**src/common/clint_params.svh**
```systemverilog
/*
 * Build-time configuration of the core-local interrupt controller.
 * Included by the packages and by every module that needs a size or
 * an address constant.
 */
`ifndef CLINT_PARAMS_SVH
`define CLINT_PARAMS_SVH

`define CLINT_NUM_HARTS     4
`define CLINT_DATA_W        32
`define CLINT_ADDR_W        16
`define CLINT_TIME_W        64
`define CLINT_SYNC_STAGES   2

// Byte addresses of the register banks
`define CLINT_MSIP_BASE     16'h0000
`define CLINT_MTIMECMP_BASE 16'h4000
`define CLINT_MTIME_BASE    16'hBFF8

`endif

```
**src/common/clint_bus_pkg.sv**
```systemverilog
/*
 * Register bus types and the decoded address map of the CLINT.
 * Imported by the register file and the top level.
 */
`include "clint_params.svh"

package clint_bus_pkg;

    typedef logic [`CLINT_ADDR_W-1:0] bus_addr_t;
    typedef logic [`CLINT_DATA_W-1:0] bus_data_t;

    // Register kind selected by a bus address
    typedef enum logic [2:0] {
        SEL_MSIP,
        SEL_CMP_LO,
        SEL_CMP_HI,
        SEL_MTIME_LO,
        SEL_MTIME_HI,
        SEL_NONE
    } reg_sel_e;

    // ----------------------------------------------------------------------
    // Address map
    // ----------------------------------------------------------------------
    parameter bus_addr_t MSIP_BASE     = `CLINT_MSIP_BASE;
    parameter bus_addr_t MTIMECMP_BASE = `CLINT_MTIMECMP_BASE;

    // One word per hart for msip, two words per hart for mtimecmp
    parameter bus_addr_t MSIP_SPAN     = bus_addr_t'(4 * `CLINT_NUM_HARTS);
    parameter bus_addr_t CMP_SPAN      = bus_addr_t'(8 * `CLINT_NUM_HARTS);

    parameter bus_addr_t MTIME_LO_ADDR = `CLINT_MTIME_BASE;
    parameter bus_addr_t MTIME_HI_ADDR = bus_addr_t'(`CLINT_MTIME_BASE + 4);

endpackage

```
**src/common/clint_hart_pkg.sv**
```systemverilog
/*
 * Per-hart vector and timer value types.
 * Shared by the register file, the comparator and the checker.
 */
`include "clint_params.svh"

package clint_hart_pkg;

    // One bit per hart, bit n belongs to hart n
    typedef logic [`CLINT_NUM_HARTS-1:0] hart_vec_t;

    typedef logic [`CLINT_TIME_W-1:0] time_t;

    // Compare values of all harts
    typedef time_t [`CLINT_NUM_HARTS-1:0] cmp_array_t;

endpackage

```
**src/logic/clint_rtc_sync.sv**
```systemverilog
/*
 * Brings the slow real-time clock into the core clock domain and
 * emits a single-cycle tick for every rising edge of it. The tick
 * follows the edge by STAGES + 1 cycles.
 */
`timescale 1ns/1ns
`include "clint_params.svh"

module clint_rtc_sync #(
    parameter int unsigned STAGES = `CLINT_SYNC_STAGES
) (
    input  logic clk_i,
    input  logic rst_n_i,
    input  logic rtc_i,
    output logic tick_o
);

    logic [STAGES-1:0] sync_q;
    logic              level_q;
    logic              tick_q;

    always_ff @(posedge clk_i or negedge rst_n_i) begin
        if (!rst_n_i) begin
            sync_q  <= '0;
            level_q <= 1'b0;
            tick_q  <= 1'b0;
        end else begin
            sync_q  <= {sync_q[STAGES-2:0], rtc_i};
            level_q <= sync_q[STAGES-1];
            // Rising edge of the synchronized level
            tick_q  <= sync_q[STAGES-1] & ~level_q;
        end
    end

    assign tick_o = tick_q;

endmodule

```
**src/regfile/clint_regfile.sv**
```systemverilog
/*
 * CLINT register file. Decodes the valid/ready register bus, holds
 * mtime, the per-hart mtimecmp registers and the msip bits, and
 * returns one registered response per accepted request. mtime counts
 * RTC ticks; a bus write to it wins over a tick in the same cycle.
 */
`timescale 1ns/1ns
`include "clint_params.svh"

module clint_regfile import clint_bus_pkg::*, clint_hart_pkg::*; (
    input  logic       clk_i,
    input  logic       rst_n_i,
    input  logic       tick_i,
    input  logic       req_valid_i,
    output logic       req_ready_o,
    input  logic       req_write_i,
    input  bus_addr_t  req_addr_i,
    input  bus_data_t  req_wdata_i,
    output logic       rsp_valid_o,
    input  logic       rsp_ready_i,
    output bus_data_t  rsp_rdata_o,
    output logic       rsp_err_o,
    output time_t      mtime_o,
    output cmp_array_t mtimecmp_o,
    output hart_vec_t  msip_o
);

    localparam int unsigned HART_IDX_W =
        (`CLINT_NUM_HARTS > 1) ? $clog2(`CLINT_NUM_HARTS) : 1;

    reg_sel_e              sel;
    logic [HART_IDX_W-1:0] hart_idx;
    bus_addr_t             msip_off;
    bus_addr_t             cmp_off;
    bus_data_t             rdata;
    logic                  req_fire;
    logic                  wr_en;

    time_t                 mtime_q;
    cmp_array_t            mtimecmp_q;
    hart_vec_t             msip_q;
    logic                  rsp_valid_q;
    logic                  rsp_err_q;
    bus_data_t             rsp_rdata_q;

    // ----------------------------------------------------------------------
    // Address decode
    // ----------------------------------------------------------------------
    assign msip_off = req_addr_i - MSIP_BASE;
    assign cmp_off  = req_addr_i - MTIMECMP_BASE;

    always_comb begin
        sel      = SEL_NONE;
        hart_idx = '0;
        // Only word-aligned addresses map to a register
        if (req_addr_i[1:0] == 2'b00) begin
            if (msip_off < MSIP_SPAN) begin
                sel      = SEL_MSIP;
                hart_idx = msip_off[HART_IDX_W+1:2];
            end else if (cmp_off < CMP_SPAN) begin
                sel      = cmp_off[2] ? SEL_CMP_HI : SEL_CMP_LO;
                hart_idx = cmp_off[HART_IDX_W+2:3];
            end else if (req_addr_i == MTIME_LO_ADDR) begin
                sel = SEL_MTIME_LO;
            end else if (req_addr_i == MTIME_HI_ADDR) begin
                sel = SEL_MTIME_HI;
            end
        end
    end

    always_comb begin
        case (sel)
            SEL_MSIP:     rdata = bus_data_t'(msip_q[hart_idx]);
            SEL_CMP_LO:   rdata = mtimecmp_q[hart_idx][`CLINT_DATA_W-1:0];
            SEL_CMP_HI:   rdata = mtimecmp_q[hart_idx][`CLINT_TIME_W-1:`CLINT_DATA_W];
            SEL_MTIME_LO: rdata = mtime_q[`CLINT_DATA_W-1:0];
            SEL_MTIME_HI: rdata = mtime_q[`CLINT_TIME_W-1:`CLINT_DATA_W];
            default:      rdata = '0;
        endcase
    end

    // One outstanding request, a new one may enter as the old response leaves
    assign req_ready_o = ~rsp_valid_q | rsp_ready_i;
    assign req_fire    = req_valid_i & req_ready_o;
    assign wr_en       = req_fire & req_write_i;

    // ----------------------------------------------------------------------
    // Registers
    // ----------------------------------------------------------------------
    always_ff @(posedge clk_i or negedge rst_n_i) begin
        if (!rst_n_i) begin
            mtime_q <= '0;
        end else if (wr_en && sel == SEL_MTIME_LO) begin
            mtime_q[`CLINT_DATA_W-1:0] <= req_wdata_i;
        end else if (wr_en && sel == SEL_MTIME_HI) begin
            mtime_q[`CLINT_TIME_W-1:`CLINT_DATA_W] <= req_wdata_i;
        end else if (tick_i) begin
            mtime_q <= mtime_q + 1'b1;
        end
    end

    always_ff @(posedge clk_i or negedge rst_n_i) begin
        if (!rst_n_i) begin
            mtimecmp_q <= '1;
            msip_q     <= '0;
        end else if (wr_en) begin
            case (sel)
                SEL_MSIP:   msip_q[hart_idx] <= req_wdata_i[0];
                SEL_CMP_LO: mtimecmp_q[hart_idx][`CLINT_DATA_W-1:0] <= req_wdata_i;
                SEL_CMP_HI: mtimecmp_q[hart_idx][`CLINT_TIME_W-1:`CLINT_DATA_W] <= req_wdata_i;
                default: ;
            endcase
        end
    end

    // ----------------------------------------------------------------------
    // Response
    // ----------------------------------------------------------------------
    always_ff @(posedge clk_i or negedge rst_n_i) begin
        if (!rst_n_i) begin
            rsp_valid_q <= 1'b0;
            rsp_err_q   <= 1'b0;
        end else if (req_fire) begin
            rsp_valid_q <= 1'b1;
            rsp_err_q   <= (sel == SEL_NONE);
        end else if (rsp_ready_i) begin
            rsp_valid_q <= 1'b0;
            rsp_err_q   <= 1'b0;
        end
    end

    // Writes and unmapped reads answer with zero
    always_ff @(posedge clk_i) begin
        if (req_fire) begin
            rsp_rdata_q <= req_write_i ? '0 : rdata;
        end
    end

    assign rsp_valid_o = rsp_valid_q;
    assign rsp_err_o   = rsp_err_q;
    assign rsp_rdata_o = rsp_rdata_q;
    assign mtime_o     = mtime_q;
    assign mtimecmp_o  = mtimecmp_q;
    assign msip_o      = msip_q;

endmodule

```
**src/logic/clint_irq_cmp.sv**
```systemverilog
/*
 * Timer interrupt generation. Each hart's interrupt is high while
 * mtime is at or above that hart's mtimecmp, one cycle after the
 * values it was computed from.
 */
`timescale 1ns/1ns
`include "clint_params.svh"

module clint_irq_cmp import clint_hart_pkg::*; (
    input  logic       clk_i,
    input  logic       rst_n_i,
    input  time_t      mtime_i,
    input  cmp_array_t mtimecmp_i,
    output hart_vec_t  timer_irq_o
);

    hart_vec_t irq_d;
    hart_vec_t irq_q;

    // Unsigned compare per hart
    always_comb begin
        for (int unsigned i = 0; i < `CLINT_NUM_HARTS; i++) begin
            irq_d[i] = (mtime_i >= mtimecmp_i[i]);
        end
    end

    always_ff @(posedge clk_i or negedge rst_n_i) begin
        if (!rst_n_i) begin
            irq_q <= '0;
        end else begin
            irq_q <= irq_d;
        end
    end

    assign timer_irq_o = irq_q;

endmodule

```
**src/logic/clint_top.sv**
```systemverilog
/*
 * Top level of the core-local interrupt controller. Chains the RTC
 * synchronizer, the register file and the timer comparator, and
 * exposes the register bus and the per-hart interrupt vectors.
 */
`timescale 1ns/1ns
`include "clint_params.svh"

module clint_top import clint_bus_pkg::*, clint_hart_pkg::*; (
    input  logic      clk_i,
    input  logic      rst_n_i,
    input  logic      rtc_i,
    input  logic      req_valid_i,
    output logic      req_ready_o,
    input  logic      req_write_i,
    input  bus_addr_t req_addr_i,
    input  bus_data_t req_wdata_i,
    output logic      rsp_valid_o,
    input  logic      rsp_ready_i,
    output bus_data_t rsp_rdata_o,
    output logic      rsp_err_o,
    output hart_vec_t timer_irq_o,
    output hart_vec_t ipi_o
);

    logic       tick;
    time_t      mtime;
    cmp_array_t mtimecmp;

    clint_rtc_sync #(
        .STAGES (`CLINT_SYNC_STAGES)
    ) i_rtc_sync (
        .clk_i   (clk_i),
        .rst_n_i (rst_n_i),
        .rtc_i   (rtc_i),
        .tick_o  (tick)
    );

    // msip bits drive the software interrupts directly
    clint_regfile i_regfile (
        .clk_i       (clk_i),
        .rst_n_i     (rst_n_i),
        .tick_i      (tick),
        .req_valid_i (req_valid_i),
        .req_ready_o (req_ready_o),
        .req_write_i (req_write_i),
        .req_addr_i  (req_addr_i),
        .req_wdata_i (req_wdata_i),
        .rsp_valid_o (rsp_valid_o),
        .rsp_ready_i (rsp_ready_i),
        .rsp_rdata_o (rsp_rdata_o),
        .rsp_err_o   (rsp_err_o),
        .mtime_o     (mtime),
        .mtimecmp_o  (mtimecmp),
        .msip_o      (ipi_o)
    );

    clint_irq_cmp i_irq_cmp (
        .clk_i       (clk_i),
        .rst_n_i     (rst_n_i),
        .mtime_i     (mtime),
        .mtimecmp_i  (mtimecmp),
        .timer_irq_o (timer_irq_o)
    );

endmodule

```
**config.mk**
```make
export PLATFORM = sky130hd
export DESIGN_NAME = clint_top
export DESIGN_NICKNAME = d
export VERILOG_FILES = /design/src/common/clint_bus_pkg.sv /design/src/common/clint_hart_pkg.sv /design/src/logic/clint_rtc_sync.sv /design/src/regfile/clint_regfile.sv /design/src/logic/clint_irq_cmp.sv /design/src/logic/clint_top.sv
export VERILOG_INCLUDE_DIRS = /design/src /design/src/common
export SDC_FILE = /design/constraint.sdc
export NUM_CORES = 1
export LEC_CHECK = 0
export ABC_AREA = 1
export BUFFER_PORTS_ARGS = -buffer_cell sky130_fd_sc_hd__buf_2
export CAP_MARGIN = 10
export CORE_ASPECT_RATIO = 0.8
export CORE_MARGIN = 2
export CORE_UTILIZATION = 30
export CTS_CLUSTER_SIZE = 16
export DETAILED_ROUTE_END_ITERATION = 16
export GPL_ROUTABILITY_DRIVEN = 0
export SKIP_LAST_GASP = 1
export SLEW_MARGIN = 20
export SYNTH_ARGS = -nofsm -noshare
export SYNTH_HDL_FRONTEND = slang
export SYNTH_SLANG_ARGS = --single-unit
```
**constraint.sdc**
```tcl
create_clock -name clk_i -period 2.4 [get_ports clk_i]
set_clock_uncertainty 0.1 [all_clocks]
set_input_delay 0 -clock clk_i [delete_from_list [all_inputs] [get_ports clk_i]]
set_output_delay 0 -clock clk_i [all_outputs]
set_load 0.02 [all_outputs]
```
# ---- After elaboration in Yosys (flattened, before gate mapping)
# Index checks and enable logic that the tools add are counted.
dict set report totals {
  reg_bits 366
  input_bits 54
  output_inout_bits 43
  word_cells 83
}
dict set report op_classes {
  addsub 2
  n_lt_le_gt_ge 8
  n_eq_ne 8
  n_mux 31
  n_bitwise 7
  reduce_logical 13
}
# cell n
set ops {}
lappend ops {{$bwmux W256} 2}
lappend ops {{$pmux W256 S2} 1}
lappend ops {{$demux W64 S2} 2}
lappend ops {{$ge A64 B64 Y1} 4}
lappend ops {{$mux W64} 3}
lappend ops {{$pmux W32 S5} 1}
lappend ops {{$bmux W64 S2} 1}
lappend ops {{$mux W32} 4}
lappend ops {{$add A64 B1 Y64 const B} 1}
lappend ops {{$eq A16 B16 Y1 const B} 2}
lappend ops {{$lt A16 B5 Y1 const B} 1}
lappend ops {{$lt A16 B6 Y1 const B} 1}
lappend ops {{$sub A16 B15 Y16 const B} 1}
lappend ops {{$mux W3} 4}
lappend ops {{$mux W2} 4}
lappend ops {{$reduce_and A2 Y1} 4}
lappend ops {{$reduce_bool A2 Y1} 4}
lappend ops {{$eq A3 B2 Y1 const B} 2}
lappend ops {{$eq A3 B3 Y1 const B} 2}
lappend ops {{$mux W1} 6}
lappend ops {{$bwmux W4} 1}
lappend ops {{$and A1 B1 Y1} 3}
lappend ops {{$eq A3 B1 Y1 const B} 1}
lappend ops {{$logic_and A1 B1 Y1} 3}
lappend ops {{other kinds (9)} 11}

# ---- Logic depth before layout (Yosys ltp)
dict set report logic_depth {
  ltp_word 11
  mapped_depth 16
  mapped_depth_nobuf 14
}

# ---- Cells and area by module
# From an unflattened synthesis, not the netlist that was laid out.
dict set report hier_totals {
  cells_unflattened 3849
  area_unflattened_um2 26962.1
}
# module n_inst cells_per_inst area_per_inst_um2 seq_area_each_um2
set modules_own_cells {}
lappend modules_own_cells {clint_regfile 1 2707 19882.8 9439.1}
lappend modules_own_cells {clint_irq_cmp 1 1136 6969.2 100.1}
lappend modules_own_cells {clint_rtc_sync 1 6 110.1 100.1}

# ---- Worst setup path before layout
# No wires, ideal clock.
dict set report synth_timing {
  kind {reg-to-reg}
  from {reg i_regfile.rsp_valid_q, in the netlist i_regfile.rsp_valid_o}
  to {reg i_regfile.mtime_q[37], in the netlist i_regfile.mtime_o[37]}
  setup_time_ns 0.127
  arrival_ns 1.976
  t_required_ns 2.173
  slack_ns 0.197
  path_stages_with_launch 13
  n_path_buf 2
  period_less_slack_ns 2.203
  cell_sequence {dfrtp_1 nand2_1 nand2_1 nor2_4 inv_2 nor2_4 inv_2 o21ai_2 inv_2 buf_2 buf_4 o211ai_1 o21ai_1}
}
dict set report synth_via {
  elab_chain_cells 7
  elab_cells_between_ends 10
  classes_between {mux: 1; bitwise: 5; reduce/logical: 4}
}
# item line_no
set synth_rtl {}
lappend synth_rtl {{start, declared} clint_regfile.sv:42} ;# logic rsp_valid_q;
lappend synth_rtl {{start signal, assigned} clint_regfile.sv:121} ;# rsp_valid_q <= 1'b0;
lappend synth_rtl {{start signal, assigned} clint_regfile.sv:124} ;# rsp_valid_q <= 1'b1;
lappend synth_rtl {{start signal, assigned} clint_regfile.sv:127} ;# rsp_valid_q <= 1'b0;
lappend synth_rtl {{$not A1 Y1 (*)} clint_regfile.sv:83} ;# assign req_ready_o = ~rsp_valid_q | rsp_ready_i;
lappend synth_rtl {{$or A1 B1 Y1 (*)} clint_regfile.sv:83}
lappend synth_rtl {{named net req_ready_o} clint_top.sv:14} ;# output logic req_ready_o,
lappend synth_rtl {{$and A1 B1 Y1 (*)} clint_regfile.sv:84} ;# assign req_fire = req_valid_i & req_ready_o;
lappend synth_rtl {{$and A1 B1 Y1 (*)} clint_regfile.sv:85} ;# assign wr_en = req_fire & req_write_i;
lappend synth_rtl {{$logic_and A1 B1 Y1 (on tied branches)} {clint_regfile.sv:95, clint_regfile.sv:93}}
lappend synth_rtl {{$reduce_bool A2 Y1 (no line) or $not A1 Y1 (tied branches)} n/a}
lappend synth_rtl {{$reduce_and A2 Y1 (no line)} n/a}
lappend synth_rtl {{end signal, assigned by index} clint_regfile.sv:94} ;# mtime_q[`CLINT_DATA_W-1:0] <= req_wdata_i;
lappend synth_rtl {{end signal, assigned by index} clint_regfile.sv:96} ;# mtime_q[`CLINT_TIME_W-1:`CLINT_DATA_W] <= req_wdata_i;
lappend synth_rtl {{end signal, assigned} clint_regfile.sv:98} ;# mtime_q <= mtime_q + 1'b1;
lappend synth_rtl {{end, declared} clint_regfile.sv:39} ;# time_t mtime_q;
# The timed path passes the listed nets; every way through them passes the cells marked *.
# A chain may end at the register's enable or synchronous reset.

# ---- Final worst setup path
dict set report layout_timing {
  from {reg i_regfile.mtimecmp_q, in the netlist i_regfile.mtimecmp_o[33]}
  to {reg i_irq_cmp.irq_q[0], in the netlist i_irq_cmp.timer_irq_o[0]}
}
dict set report layout_via {
  elab_chain_cells 1
}
# item line_no
set layout_rtl {}
lappend layout_rtl {{start, declared} clint_regfile.sv:40} ;# cmp_array_t mtimecmp_q;
lappend layout_rtl {{start signal, assigned by index} clint_regfile.sv:109} ;# SEL_CMP_LO: mtimecmp_q[hart_idx][`CLINT_DATA_W-1:0] <= req_wdata_i;
lappend layout_rtl {{start signal, assigned by index} clint_regfile.sv:110} ;# SEL_CMP_HI: mtimecmp_q[hart_idx][`CLINT_TIME_W-1:`CLINT_DATA_W] <= req_wdata_i;
lappend layout_rtl {{$ge A64 B64 Y1} clint_irq_cmp.sv:23} ;# irq_d[i] = (mtime_i >= mtimecmp_i[i]);
lappend layout_rtl {{named net i_irq_cmp.irq_d[0]} clint_irq_cmp.sv:17} ;# hart_vec_t irq_d;
lappend layout_rtl {{end signal, assigned} clint_irq_cmp.sv:31} ;# irq_q <= irq_d;
lappend layout_rtl {{end, declared} clint_irq_cmp.sv:18} ;# hart_vec_t irq_q;
# The timed path passes the listed nets, and every way through them passes these cells.

==> Flow_metrics.wiki <==
{| class="wikitable"
! Metric !! Value
|-
| Outcome || completed
|-
| Cells after synthesis || 3,436
|-
| Clock network fraction of total power || 0.409
|-
| Post-synthesis instance area || 25,750 sq um
|-
| Deepest clock path buffer count || 3
|-
| Die area || 88,220 sq um
|-
| Vias per cell || 5.070
|-
| Clock slew at the register clock pins of the worst setup and hold paths || 0.06 ns
|-
| Number of diodes || 0
|-
| Unrepaired setup endpoints after global routing || true
|-
| Residual overflow from global routing || 0
|-
| Global-route wire length before repair || 147,800 microns
|-
| Number of global-route vias before repair || 23,400
|-
| NetSw || 0.005237 W
|-
| Post-synth top area cell || dfstp_2
|-
| Leak pwr || 16.30 nW
|-
| Final Core Density || 0.3697
|-
| Top_reg_cell synth || dfstp_2
|-
| Ratio of final minimum period to clock period || 0.9957
|-
| Final count of negative-setup-slack endpoints || 0
|-
| CP Launch Type || flop
|-
| Unique cell type count in the Yosys netlist || 50
|-
| I/O pin count || 97
|-
| TritonCTS buffer count || 43
|-
| CTS tree || built
|-
| Element type at the critical path end || flop
|-
| Fill count || 8,884
|-
| First-pass DRT Iterations || 5
|-
| Mean Syn Cell Area || 7.496 sq um
|-
| Count of max-cap constraint violations || 0
|-
| Net Count, Synth || 3,747
|-
| Final Worst Setup Slack || 0.01033 ns
|-
| Number of synthesized register bits || 366
|-
| Number of flops mapped to enable cells by yosys || 32
|-
| Power share of the sequential group || 0.407
|-
| Path type of the worst setup path || flop to flop
|-
| DRC violation count after routing || 0
|-
| Int Power || 0.01177 W
|-
| Number of antenna violations at the first check in global routing || 7
|-
| Sequential fraction of the synthesis area || 0.3743
|-
| Final slew viol count || 0
|-
| Tmin final || 2.390 ns
|-
| Synth top area cells || dfstp_2, nand2_1, ha_1
|-
| Post-synthesis async set-or-reset flop share || 0.9126
|-
| Max-slew headroom || 0.4007
|-
| Yosys warns || 0
|-
| 1st-iter DRT viols || 2,555
|-
| Data required time of the critical path || 2.77 ns
|-
| Maximum frequency from static timing analysis || 418.5 MHz
|-
| Residual antenna-violating net count after detailed routing || 0
|-
| Sw frac || 0.3080
|-
| Number of sinks driven by the clock tree || 366
|-
| Rows || 96
|-
| Worst hold margin || 0.03325 ns
|-
| Peak supply drop || 420.9 uV
|-
| Number of levels the H-tree was split into || 2
|-
| Starting density of the core || 0.3016
|-
| Sum of negative setup slack || 0 ns
|-
| Layout cell share with drive strength beyond 1 || 0.2170
|-
| Number of buffers inserted by port buffering || 96
|-
| Number of hold violations in the final report || 0
|-
| Net count, final || 4,059
|-
| Maximum number of pins on one net before global-route repair || 110
|-
| Largest fanout on the critical path || 2
|-
| Share of the synthesized area in the top cell type || 0.2612
|-
| Post-synthesis to final-layout area growth || 22.58%
|-
| Setup slack after placement || -0.1208 ns
|-
| Worst hold path class || input port to flop
|-
| Estimated wirelength of the detail-placed design || 74,410 microns
|-
| Drt total wl || 98,400 microns
|-
| Source-to-sink clock delay at the later pin of the worst-skew pair || 0.61 ns
|-
| CTS root buffer || clkbuf_16
|-
| Measured slew at the worst slew-check pin || 0.8959 ns
|-
| Die boundary height || 266.1 microns
|-
| Global router's overall resource usage || 0.2196
|-
| Vias after detailed routing || 24,890
|-
| Power density cells || 538.7 nW/um^2
|-
| Critical path arrival || 2.76 ns
|-
| Core footprint || 85,400 sq um
|-
| Combinational cell fraction of total power || 0.184
|-
| Die span in x || 331.6 microns
|-
| Average wire per standard cell || 20.04 microns
|}
-- placed cells by master (no fill, tap or decap), types with 11 or more instances in the layout --
cell	netlist	layout
dlygate4sd3_1	0	47
nor3_1	54	43
o21ai_0	351	343
edfxtp_1	32	32
dfrtp_2	0	17
xor2_1	33	33
nand2_2	13	15
nor2_2	4	18
o21a_1	15	15
buf_4	24	244
a21oi_1	124	122
inv_1	433	431
buf_2	52	95
inv_2	11	13
nand3b_1	26	26
nor2_1	127	111
dfrtp_1	78	61
o22ai_1	19	19
clkbuf_16	0	44
ha_1	257	256
nand2_1	1033	1030
dfstp_2	256	256
nor3_2	0	11
nor4_1	12	11
o21ai_1	111	116
nand3_1	105	104
buf_12	0	32
nand4_1	52	52
clkinv_2	0	11
o221ai_1	28	28
o211ai_1	37	37
-- power groups by stage --
stage          Sequential (W)  Combinational (W)  Clock [W]
2_1_floorplan         0.00694            0.00140          0
4_1_cts               0.00689            0.00303    0.00705
6_report              0.00692            0.00313    0.00696
3_3_place_gp          0.00698            0.00289          0
5_1_grt               0.00693            0.00346    0.00727
3_5_place_dp          0.00699            0.00294          0
-- synth_stat cells, types with 7 or more instances --
master    instances
a21oi_1         124
and3_1            7
buf_1             8
buf_2            52
buf_4            24
clkbuf_1         67
dfrtp_1          78
dfstp_2         256
edfxtp_1         32
ha_1            257
inv_1           433
inv_2            11
nand2_1        1033
nand2_2          13
nand3_1         105
nand3b_1         26
nand4_1          52
nor2_1          127
nor2_4            8
nor3_1           54
nor4_1           12
o211ai_1         37
o21a_1           15
o21ai_0         351
o21ai_1         111
o221ai_1         28
o22ai_1          19
xor2_1           33
-- logic make-up (layout without fill, tap and decap cells) --
| kind of cell | count (synthesis) | in the layout | share of synthesized area |
|---|---|---|---|
| AND/OR/NAND/NOR | 1463 | 1463 | 0.2417 |
| AO/OA/AOI/OAI | 715 | 715 | 0.1534 |
| buffers and inverters | 600 | 947 | 0.09381 |
| flip-flops | 366 | 366 | 0.3743 |
| adder cells (fa/ha/maj) | 257 | 257 | 0.1249 |
| XOR/XNOR | 35 | 35 | 0.01190 |
-- stage by stage --
stage | cells | power [W] | area [sq um]
floorplan | 3436 | 0.008345 | 25750
global placement | 4774 | 0.009878 | 29370
detailed placement | 4774 | 0.009924 | 29370
CTS | 4901 | 0.01698 | 31300
global route | 4910 | 0.01767 | 31570
finish | 4910 | 0.01701 | 31570
-- critical path: stages (launching register included) --
cell and delay [ns]:
dfstp_2 0.53, inv_1 0.06, ha_1 0.31, a21oi_1 0.17, o21ai_1 0.10, nand2_2 0.13
o211ai_1 0.21, nand2_1 0.18, o2111ai_2 0.18, a21oi_1 0.20, nand3_1 0.09
-- final timing paths --
check | startpoint | endpoint | slack (ns) | cells past startpoint
max in group asynchronous | rst_n_i | i_regfile.mtime_o[0] | 0.69 | 3
max | i_regfile.mtimecmp_o[33] | i_irq_cmp.timer_irq_o[0] | 0.01 | 10
min reg2reg | i_rtc_sync.sync_q[0] | i_rtc_sync.sync_q[1] | 0.25 | 0
max reg2reg | i_regfile.mtimecmp_o[33] | i_irq_cmp.timer_irq_o[0] | 0.01 | 10
min | req_addr_i[1] | i_regfile.msip_o[3] | 0.03 | 8
min in group asynchronous | rst_n_i | i_regfile.mtimecmp_o[188] | 0.11 | 2
-- layer usage --
layer  up-vias  GRT usage  part of all wire
met5         -          0           0.00024
met3       123    0.05502              0.11
met1     11800     0.3274              0.47
li1      11930          -                 -
met2      1038     0.3115              0.40
met4         4    0.05665             0.024
-- sequential cells by signal, indices dropped and copies added (netlist names) --
name                   flops
i_regfile.rsp_valid_o      1
i_regfile.mtime_o         64
i_regfile.rsp_err_o        1
i_regfile.rsp_rdata_o     32
i_irq_cmp.timer_irq_o      4
i_rtc_sync.tick_o          1
i_regfile.mtimecmp_o     256
i_rtc_sync.sync_q          2
i_regfile.msip_o           4
i_rtc_sync.level_q         1
-- final cells by class --
| type | instances | area, sq um | area share |
|---|---|---|---|
| flip-flops and latches | 366 | 9661 | 0.3060 |
| clock buffers | 58 | 1212 | 0.03841 |
| multi-input cells | 2470 | 13890 | 0.4401 |
| repair buffers | 421 | 3486 | 0.1104 |
| clock inverters | 22 | 229.0 | 0.007253 |
| inverters | 446 | 1679 | 0.05319 |
| well taps | 1127 | 1410 | 0.04467 |
-- what timing repair did --
action	in CTS	in global routing
setup buffers	0	8
pin swaps	2	9
hold buffers	47	0
resized for setup	6	63
cloned	0	1
hold endpoints to repair	529	0
endpoints found under the setup margin	4	51
(Power assumes the default switching activity.)
